==> src/verilog/cache_pkg.sv <==
/* shared definitions for the 2-way read-only cache
 * address split is fixed at 6 tag / 6 set / 4 offset, so none of this is tunable
 */
`default_nettype none

package cache_pkg;

	// address split, byte address [15:10] tag, [9:4] set, [3:1] word, [0] ignored
	localparam int tag_w = 6;
	localparam int set_w = 6;
	localparam int word_sel_w = 3;

	localparam int words_per_line = 8; // 16-byte line of 16-bit words

	// operation code seen by cache_toplevel
	// the value 3 is never issued
	typedef enum logic [1:0] {
		op_read = 2'd0, // lookup and lru touch on hit
		op_fill = 2'd1, // one data word into the victim way
		op_tag_write = 2'd2 // commit tag, valid and lru for the victim
	} cache_op_e;

	// one metadata byte per set and way
	// lru_n is active low so a cleared array reads as a cold set
	typedef struct packed {
		logic valid; // bit 7
		logic lru_n; // bit 6, 1 = most recent
		logic [tag_w-1:0] tag; // bits 5:0
	} meta_fields_t;

	// the arrays only move bytes around
	// the lookup logic picks the byte apart
	typedef union packed {
		logic [7:0] raw;
		meta_fields_t fields;
	} meta_word_u;

	// request from the miss handler into the lookup logic
	typedef struct packed {
		logic [15:0] addr; // word field replaced by fill count on a fill
		cache_op_e op;
		logic en; // low means nothing happens this cycle
	} cache_req_t;

	// word written into the data array on op_fill
	typedef struct packed {
		logic [15:0] data;
	} fill_word_t;

endpackage

`default_nettype wire

==> src/verilog/cache_toplevel.sv <==
/* combinational lookup for the 2-way cache, no clock inside
 * victim is way 0 on a cold set, otherwise the way with lru_n low
 * metadata of a set must not change between the miss and its tag write
 */
`default_nettype none

module cache_toplevel (
	input cache_pkg::cache_req_t req,
	input cache_pkg::meta_word_u meta_0, // way 0 entry for this set
	input cache_pkg::meta_word_u meta_1, // way 1 entry for this set
	input logic [15:0] rd_word,
	output logic miss,
	output logic [15:0] rd_data,
	output logic [cache_pkg::set_w-1:0] set_idx,
	output logic [cache_pkg::set_w:0] line_sel,
	output logic [cache_pkg::word_sel_w-1:0] word_sel,
	output logic data_we,
	output logic tag_we,
	output cache_pkg::meta_word_u meta_next_0,
	output cache_pkg::meta_word_u meta_next_1
);

	import cache_pkg::*;

	logic [tag_w-1:0] tag_in; // tag of the current address
	logic hit_0; // way 0 holds the line
	logic hit_1; // way 1 holds the line
	logic hit;
	logic [1:0] lrus_n; // {way 1, way 0}
	logic victim; // way chosen for eviction
	logic sel_way; // way the data array looks at
	logic install; // tag write cycle
	logic touch_lru; // lru is rewritten this cycle

	// next byte for one way
	// chosen marks the way that was just used or just installed
	function automatic meta_word_u next_meta(
		input meta_word_u cur,
		input logic chosen,
		input logic inst,
		input logic touch,
		input logic [tag_w-1:0] new_tag
	);
		meta_word_u nxt;
		nxt = cur;
		if (inst && chosen) begin
			nxt.fields.valid = 1'b1; // stays valid until reset
			nxt.fields.tag = new_tag;
		end
		if (touch) begin
			nxt.fields.lru_n = chosen; // other way drops to least recent
		end
		return nxt;
	endfunction

	// address split
	assign tag_in = req.addr[15 -: tag_w];
	assign set_idx = req.addr[4 +: set_w];
	assign word_sel = req.addr[1 +: word_sel_w]; // bit 0 is the byte lane, unused

	// both tags compared in parallel
	assign hit_0 = meta_0.fields.valid && (meta_0.fields.tag == tag_in);
	assign hit_1 = meta_1.fields.valid && (meta_1.fields.tag == tag_in);
	assign hit = req.en && (hit_0 || hit_1);
	assign miss = req.en && !(hit_0 || hit_1);

	// 00 cold -> way 0, 10 -> way 0, 01 -> way 1
	assign lrus_n = {meta_1.fields.lru_n, meta_0.fields.lru_n};
	assign victim = (lrus_n == 2'b01);

	// reads look at the hit way, fills and tag writes at the victim
	assign sel_way = (req.op == op_read) ? hit_1 : victim;
	assign line_sel = {sel_way, set_idx};

	assign rd_data = rd_word; // data array output is the read result

	// write strobes
	assign data_we = req.en && (req.op == op_fill);
	assign install = req.en && (req.op == op_tag_write);
	assign touch_lru = install || (hit && (req.op == op_read));
	assign tag_we = touch_lru; // a read miss and a fill leave metadata alone

	assign meta_next_0 = next_meta(meta_0, !sel_way, install, touch_lru, tag_in);
	assign meta_next_1 = next_meta(meta_1, sel_way, install, touch_lru, tag_in);

endmodule

`default_nettype wire

==> config.mk <==
export PLATFORM = sky130hd
export DESIGN_NAME = cache_toplevel
export DESIGN_NICKNAME = d
export VERILOG_FILES = /design/src/verilog/cache_pkg.sv /design/src/verilog/cache_toplevel.sv
export SDC_FILE = /design/constraint.sdc
export NUM_CORES = 1
export LEC_CHECK = 0
export BUFFER_PORTS_ARGS = -buffer_cell sky130_fd_sc_hd__buf_2
export CAP_MARGIN = 20
export CORE_MARGIN = 2
export CORE_UTILIZATION = 25
export DETAILED_ROUTE_END_ITERATION = 8
export PLACE_DENSITY = 0.82
export SLEW_MARGIN = 10
export SYNTH_ARGS = -nofsm -noshare
export SYNTH_HDL_FRONTEND = slang
export SYNTH_SLANG_ARGS = --single-unit
==> constraint.sdc <==
create_clock -name vclk -period 1.65
set_clock_uncertainty 0.1 [all_clocks]
set_input_delay 0.165 -clock vclk [all_inputs]
set_output_delay 0.165 -clock vclk [all_outputs]
set_load 0.01 [all_outputs]
==> results.ini <==
[synthesis]
synth_cell_types=19
syn_nets=127
netlist_area_sq_um=674.4
avgSynthCellArea_sq_um=8.874
synthCells=76
yosysMostFrequentCell=buf_4
netlist_top_cells_area=buf_4 36%, mux2_2 15%, xnor2_1 7.8%
synthTopCellsByCount=32 x buf_4, 9 x mux2_2, 6 x xnor2_1, 6 x xor2_1, 3 x mux2_1
synth_warnings=0
yosysTopAreaCell=buf_4
yosysTopAreaCellShare_pct=35.62
seq_area_frac_synth_pct=0

[detailed_routing]
drc=0
via_count=549
antenna_left=0
wl_um=1733
wire_per_inst_um=13.65
viasPerCell=4.323
drt_iter0_drc=4
dr.pass1.iters=3

[worst_setup_path]
crit_type=primary input to output pin
startpoint_type=primary input
crit_required_ps=1380
crit_path_cell_trace=buf_4, xnor2_2, nand4_1, nor4_4, o31ai_4, mux2_4, buf_6
critPathMaxStageDelay_ps=310
startpoint=req[13]
slowest_stage=mux2_4
cp.arrival_ps=1440
worstSetupEndpointType=output pin
path_max_fanout=4

[sta]
setup_ws_ps=-55.90
hold_violations=0
min_period_over_period_pct=103.4
fin_setup_tns_ps=-103.8
final_max_slew_viol_count=0
worstMarginPinSlew_ps=351.5
slew_headroom_pct=76.39
final-setup-viol-count=2
rsz0062_at_grt=yes
fmax_mhz=586.2
fin_crit_ps=1706

[die]
die_w_um=55.94
die_h_um=55.94
initial_utilization_pct=26.74
die-area_sq_um=3129
ios=102
coreArea_sq_um=2522
rows=18

[global_route]
use_met1_pct=10.82
grt_pass1_wl_um=2339
track_usage_pct=8.760
antenna_found_initial=0
first_global_vias=514
met2_usage_pct=14.80
grt_busiest_layer=met2
gr-usage-met3_pct=2.326
globalRoute.totalOverflow=0
grt_start_max_net_pins=8

[run]
cap_violations=0

[cells_and_area]
stdcell_count=127
drive_gt1_share_pct=83.51
areaGrowthSynthToFinish_pct=39.52
clkbuf_count=0
nFlopsAndLatches=0
antenna_cells=0
regArea_sq_um=0
nets=150
fin_area_sq_um=940.9
final_core_util_pct=37.30

[clock_tree]
holdBufCountCts=0

[placement]
port_buffers=45
globalplace.congestion=0.6643
dp.cells=125
dpl-instance-area_sq_um=767.0
hpwl_um=1342

[min_path]
min_from=rd_word[10]
whs_path_depth=0
hp-class=primary input to output pin

[outcome]
status=finished, violations left
violations=setup timing

[power_and_ir_drop]
p_int_mw=0.1359
p_seq_share_pct=0
pwr-share-comb_pct=100.0
power.density_nw_per_um2=254.7
p_sw_share_pct=43.27
p_sw_mw=0.1037
p_leak_nw=0.4759
clockPowerShare_pct=0
vdd_drop_max_mv=0.1198
power.total_mw=0.2396

-- power groups by stage --
stage               sequential (mW)  clock [mW]  combinational, mW
global placement                  0           0              0.187
detailed placement                0           0              0.188
CTS                               0           0              0.199
finish                            0           0              0.240
floorplan                         0           0              0.175
global route                      0           0              0.257
-- placed cells by master, fill, tap and decap left out, types with 2 or more instances in the layout --
cell type	synthesis	final
nor4_4	2	2
mux2_4	2	7
nand4_1	2	2
inv_1	2	2
nor2_1	2	2
buf_6	0	10
buf_12	0	2
mux2_2	9	6
buf_4	32	7
or2_2	2	2
xnor2_2	0	5
xor2_1	6	6
buf_2	0	33
-- area by class of cell --
cell class / count / area (sq um)
Fill cell: 257 / 1582
Multi-Input combinational cell: 42 / 510.5
Timing Repair Buffer: 53 / 385.4
Tap cell: 30 / 37.54
Inverter: 2 / 7.507
-- timing repair --
item | in CTS | in global routing
gates resized for setup | 8 | 24
setup buffers | 1 | 2
pin swaps | 3 | 6
endpoints found under the setup margin | 15 | 15
-- per-layer routing --
layer / share of wire, % / up-vias
li1: - / 268
met1: 32 / 230
met2: 53 / 44
met3: 13 / 7
met4: 1.4 / 0
met5: 0 / -
-- worst max-delay path: cells and delay by family --
| family | cells | cell delay [ps] |
|---|---|---|
| simple gates | 2 | 460 |
| mux | 1 | 310 |
| buf+inv | 2 | 260 |
| compound gates | 1 | 130 |
| xor+xnor | 1 | 120 |
-- kinds of logic after synthesis --
family | Yosys count | synth area share (%)
buffers and inverters | 34 | 36.74
multiplexers | 15 | 25.97
AO/OA/AOI/OAI | 1 | 3.154
AND/OR/NAND/NOR | 14 | 18.55
XOR/XNOR | 12 | 15.58
-- path summary, 6_finish.rpt --
| path | end | slack, ps |
|---|---|---|
| setup / recovery | meta_next_1[6] | -60 |
| hold / removal | rd_data[10] | 230 |
-- metrics by stage --
| step | hold WS, ps | setup WS [ps] |
|---|---|---|
| global placement | 230.1 | -116.9 |
| detailed placement | 230.1 | -172.2 |
| CTS | 230.1 | -111.3 |
| global route | 230.0 | -153.3 |
| floorplan | 321.8 | 238.7 |
| finish | 230.0 | -55.90 |
(Power assumes the default switching activity.)
