--- src/verilog/cache_pkg.sv ---
/* shared definitions for the 2-way read-only cache
 * address split is fixed at 6 tag / 6 set / 4 offset, so none of this is tunable
 */
`default_nettype none

package cache_pkg;

	// address split, byte address [15:10] tag, [9:4] set, [3:1] word, [0] ignored
	localparam int tag_w = 6;
	localparam int set_w = 6;
	localparam int word_sel_w = 3;

	localparam int words_per_line = 8; // 16-byte line of 16-bit words

	// operation code seen by cache_toplevel
	// the value 3 is never issued
	typedef enum logic [1:0] {
		op_read = 2'd0, // lookup and lru touch on hit
		op_fill = 2'd1, // one data word into the victim way
		op_tag_write = 2'd2 // commit tag, valid and lru for the victim
	} cache_op_e;

	// one metadata byte per set and way
	// lru_n is active low so a cleared array reads as a cold set
	typedef struct packed {
		logic valid; // bit 7
		logic lru_n; // bit 6, 1 = most recent
		logic [tag_w-1:0] tag; // bits 5:0
	} meta_fields_t;

	// the arrays only move bytes around
	// the lookup logic picks the byte apart
	typedef union packed {
		logic [7:0] raw;
		meta_fields_t fields;
	} meta_word_u;

	// request from the miss handler into the lookup logic
	typedef struct packed {
		logic [15:0] addr; // word field replaced by fill count on a fill
		cache_op_e op;
		logic en; // low means nothing happens this cycle
	} cache_req_t;

	// word written into the data array on op_fill
	typedef struct packed {
		logic [15:0] data;
	} fill_word_t;

endpackage

`default_nettype wire

--- src/verilog/miss_handler.sv ---
/* processor side FSM and line fill sequencer, one miss in flight
 * memory must return words 0..7 in order, one mem_valid each, after mem_req
 * a cpu_req while busy is dropped
 */
`default_nettype none

module miss_handler (
	input logic clk,
	input logic rst_n,
	input logic cpu_req, // one cycle pulse
	input logic [15:0] cpu_addr,
	input logic miss,
	input logic mem_valid,
	input logic [15:0] mem_data,
	output cache_pkg::cache_req_t cache_req,
	output cache_pkg::fill_word_t fill_word,
	output logic rd_done,
	output logic busy,
	output logic mem_req,
	output logic [11:0] mem_line_addr
);

	import cache_pkg::*;

	typedef enum logic [2:0] {
		s_idle,
		s_lookup, // op_read, hit ends the request
		s_request, // mem_req pulse
		s_fill, // op_fill per mem_valid
		s_tag_write // commit the line
	} state_e;

	state_e state;
	state_e state_nxt;
	logic [15:0] addr_q; // address of the request in flight
	logic [word_sel_w-1:0] fill_cnt; // next word expected from memory
	logic last_word;

	assign last_word = mem_valid && (fill_cnt == word_sel_w'(words_per_line - 1));

	always_comb begin
		state_nxt = state;
		unique case (state)
			s_idle: if (cpu_req) state_nxt = s_lookup;
			s_lookup: state_nxt = miss ? s_request : s_idle;
			s_request: state_nxt = s_fill;
			s_fill: if (last_word) state_nxt = s_tag_write;
			s_tag_write: state_nxt = s_lookup; // second lookup now hits
			default: state_nxt = s_idle;
		endcase
	end

	always_ff @(posedge clk) begin
		if (!rst_n) begin
			state <= s_idle;
			fill_cnt <= '0;
		end else begin
			state <= state_nxt;
			if (state == s_request) begin
				fill_cnt <= '0;
			end else if ((state == s_fill) && mem_valid) begin
				fill_cnt <= fill_cnt + 1'b1; // wraps to 0 after word 7
			end
		end
	end

	always_ff @(posedge clk) begin
		if ((state == s_idle) && cpu_req) begin
			addr_q <= cpu_addr;
		end
	end

	// request to the lookup logic
	always_comb begin
		cache_req.addr = addr_q;
		cache_req.op = op_read;
		cache_req.en = 1'b0;
		unique case (state)
			s_lookup: cache_req.en = 1'b1;
			s_fill: begin
				cache_req.addr = {addr_q[15:4], fill_cnt, 1'b0}; // word from the count
				cache_req.op = op_fill;
				cache_req.en = mem_valid; // write only on a strobe
			end
			s_tag_write: begin
				cache_req.op = op_tag_write;
				cache_req.en = 1'b1;
			end
			default: cache_req.en = 1'b0;
		endcase
	end

	assign fill_word.data = mem_data;
	assign rd_done = (state == s_lookup) && !miss; // same cycle as the lru write
	assign busy = (state != s_idle);
	assign mem_req = (state == s_request);
	assign mem_line_addr = addr_q[15:4]; // tag and set

endmodule

`default_nettype wire
--- config.mk ---
export PLATFORM = sky130hd
export DESIGN_NAME = miss_handler
export DESIGN_NICKNAME = d
export VERILOG_FILES = /design/src/verilog/cache_pkg.sv /design/src/verilog/miss_handler.sv
export SDC_FILE = /design/constraint.sdc
export NUM_CORES = 1
export LEC_CHECK = 0
export ABC_AREA = 1
export BUFFER_PORTS_ARGS = -buffer_cell sky130_fd_sc_hd__buf_2
export CAP_MARGIN = 15
export CELL_PAD_IN_SITES_DETAIL_PLACEMENT = 1
export CELL_PAD_IN_SITES_GLOBAL_PLACEMENT = 1
export CORE_UTILIZATION = 27
export DETAILED_ROUTE_END_ITERATION = 12
export PLACE_DENSITY_LB_ADDON = 0.1
export SLEW_MARGIN = 10
export SYNTH_ARGS = -nofsm -noshare
export SYNTH_HDL_FRONTEND = slang
export SYNTH_SLANG_ARGS = --single-unit
--- constraint.sdc ---
create_clock -name clk -period 2.1 [get_ports clk]
set_input_delay 0.105 -clock clk [delete_from_list [all_inputs] [get_ports clk]]
set_output_delay 0.105 -clock clk [all_outputs]
set_load 0.05 [all_outputs]
==> qor.csv <==
metric,value,unit
fin_worst_skew,0.00121,ns
power_frac_comb,25.4,%
diodes,0,
avgRoutedWirePerCell,12.2,µm
grt_max_degree,14,
worstRegToRegCells,4,
port_buffers,54,
hp-start,cpu_addr[4],
cts_tree,done,
numCtsBuffers,3,
rows,23,
clockRootBuffer,clkbuf_8,
drt_iter0_markers,19,
core,4090,µm²
p_leak,0.000636,µW
drc_errors,0,
final_hold_viol_count,0,
yosys-top-cells-area,"edfxtp_1 41%, buf_4 26%, dfxtp_1 10%, nand2_1 6.7%, inv_1 3.2%",
vias,808,
setup_viol,0,
avgSynthCellArea,9.80,µm²
area_growth,10.1,%
final.min_clock_period,1.63,ns
ctsResizeCount,0,
rsz0062_at_grt,no,
path_cells,nand2_2 -> nor2_4 -> nand2_1 -> nand3_1 -> buf_2,
syn_nets,159,
place.gp.congestion,0.707,
endpoint_kind,output port,
design_area,1290,µm²
cpMaxStageDelayCell,dfxtp_1,
clock_sinks,22,
synthDistinctLibCells,15,
min_path_cells,1,
slowest_delay,0.49,ns
p_int,822,µW
worstPathMaxFanout,7,
antenna_found_initial,0,
start_util,28.8,%
grtUsageTotal,10.4,%
antenna_left,0,
slew_headroom,80.3,%
timing.final.crit_share,77.7,%
io_pins,87,
reg2reg_slack,0.77,ns
p_seq_share,42.8,%
yosys_warnings,0,
cap_violations,0,
die_h,68,µm
postCtsSetupRepairBufs,0,
drive_gt1_share,45.7,%
grt-ovfl-total,0,
dr.pass1.iters,5,
min_path_type,in -> reg,
nets,180,
yosysTopAreaCell,edfxtp_1,
regToRegStartpoint,state[0]$_SDFFE_PN0P_,
ys_seq_elements,22,
tightest_slew,0.294,ns
crit_type,reg -> out,
yosysSeqAreaShare,51.1,%
h-tree-depth,1,
clock_power_share,31.8,%
synthCells,120,
cp-start-kind,register,
via_per_inst,4.25,
drt-total-wl,2.32,mm
max_freq,613,MHz
worstPathRequired,2.00,ns
postPlaceCellArea,1220,µm²
yosysTopAreaCellShare,40.9,%
dp_hpwl,1.96,mm
dieArea,4620,µm²
power.density,937,nW/µm²
die_x,68,µm
cts_buffer_depth,2,
r2r_end,addr_q[9]$_DFFE_PP_,
clock_latency,0.26,ns
whs,0.0154,ns
netlist_area,1180,µm²
cts_hold_buf,0,
cp_data_arrival_time,1.53,ns
switchingPower,391,µW
outcome,completed,
max-vdd-ir-drop,0.367,mV
grt_pass1_vias,772,
grt_pass1_wl,3.41,mm
holdPathEnd,addr_q[4]$_DFFE_PP_,
clkSlewWorstSetupHoldPaths,0.07,ns
setup_tns,0,ns
swShare,32.2,%
slew_viol_final,0,
==> kinds of logic (layout without fill, tap and decap cells) <==
kind of cell / after synthesis / after routing / synth area share, %
adder cells (fa/ha/maj): 2 / 2 / 2.13
AO/OA/AOI/OAI: 6 / 6 / 2.55
AND/OR/NAND/NOR: 39 / 39 / 15.2
flip-flops: 22 / 22 / 51.1
buffers and inverters: 51 / 71 / 29.0
==> cell type report <==
class / instances / area [µm²]
Clock buffer: 3 / 41.3
Multi-Input combinational cell: 47 / 234
Fill cell: 490 / 2790
Timing Repair Buffer: 56 / 285
Tap cell: 50 / 62.6
Sequential cell: 22 / 601
Inverter: 11 / 41.3
Clock inverter: 1 / 30.0
==> synth_stat cells (all sizes together) <==
cell type and number:
dfxtp 6, ha 2, o21ai 2, a21oi 4, nand2 22, nand3 6
nand4 1, buf 40, edfxtp 16, nor2 10, inv 11
==> critical path: cells and delay by family (launching register included) <==
family | cells | cell delay [ns]
buffers and inverters | 1 | 0.26
flip-flops | 1 | 0.49
AND/OR/NAND/NOR | 4 | 0.50
==> per-layer routing <==
layer	vias up	track usage [%]	share of wire (%)
met5	-	0	0
met4	0	6.51	3.5
met3	19	3.50	11
met2	49	18.8	50
met1	357	9.97	36
li1	383	-	-
==> power by group through the flow <==
| stage | sequential [µW] | combinational (µW) | clock [µW] |
|---|---|---|---|
| finish | 519 | 308 | 386 |
| floorplan | 527 | 356 | 0 |
| global placement | 527 | 312 | 0 |
| global route | 523 | 328 | 413 |
| CTS | 520 | 313 | 400 |
| detailed placement | 530 | 312 | 0 |
==> registers in the layout (all words and copies together) (netlist names) <==
| signal | count |
|---|---|
| addr_q | 16 |
| fill_cnt | 3 |
| state | 3 |
==> how the worst max path moves through the flow <==
stage / depth (start not counted) / start / to / slack [ns]
CTS: 5 / state[0]$_SDFFE_PN0P_ / cache_req[0] / 0.44
floorplan: 3 / state[0]$_SDFFE_PN0P_ / addr_q[0]$_DFFE_PP_ / 0.02
detailed placement: 5 / state[0]$_SDFFE_PN0P_ / cache_req[0] / 0.74
finish: 5 / state[0]$_SDFFE_PN0P_ / cache_req[0] / 0.47
global placement: 4 / state[0]$_SDFFE_PN0P_ / addr_q[7]$_DFFE_PP_ / 0.81
global route: 5 / state[0]$_SDFFE_PN0P_ / cache_req[0] / 0.38
==> placed cells by master, fill, tap and decap left out <==
cell type and count:
buf_2 54, nand2_1 21, edfxtp_1 16, inv_1 10, nor2_1 9, dfxtp_1 6
nand3_1 5, a21oi_1 4, clkbuf_8 3, o21ai_0 2, ha_1 2, buf_4 2
nand2_2 1, nor2_4 1, inv_2 1, nand3_4 1, nand4_1 1, bufinv_16 1
==> metrics by stage <==
stage               power, µW  setup slack, ns  std cells  util [%]
global route             1260            0.377        190      31.7
finish                   1210            0.468        190      31.7
floorplan                 883           0.0156        120         -
global placement          839            0.812        186      29.9
CTS                      1230            0.442        190      31.7
detailed placement        842            0.742        186      29.9
No activity file was read; power rests on OpenSTA's default activity.
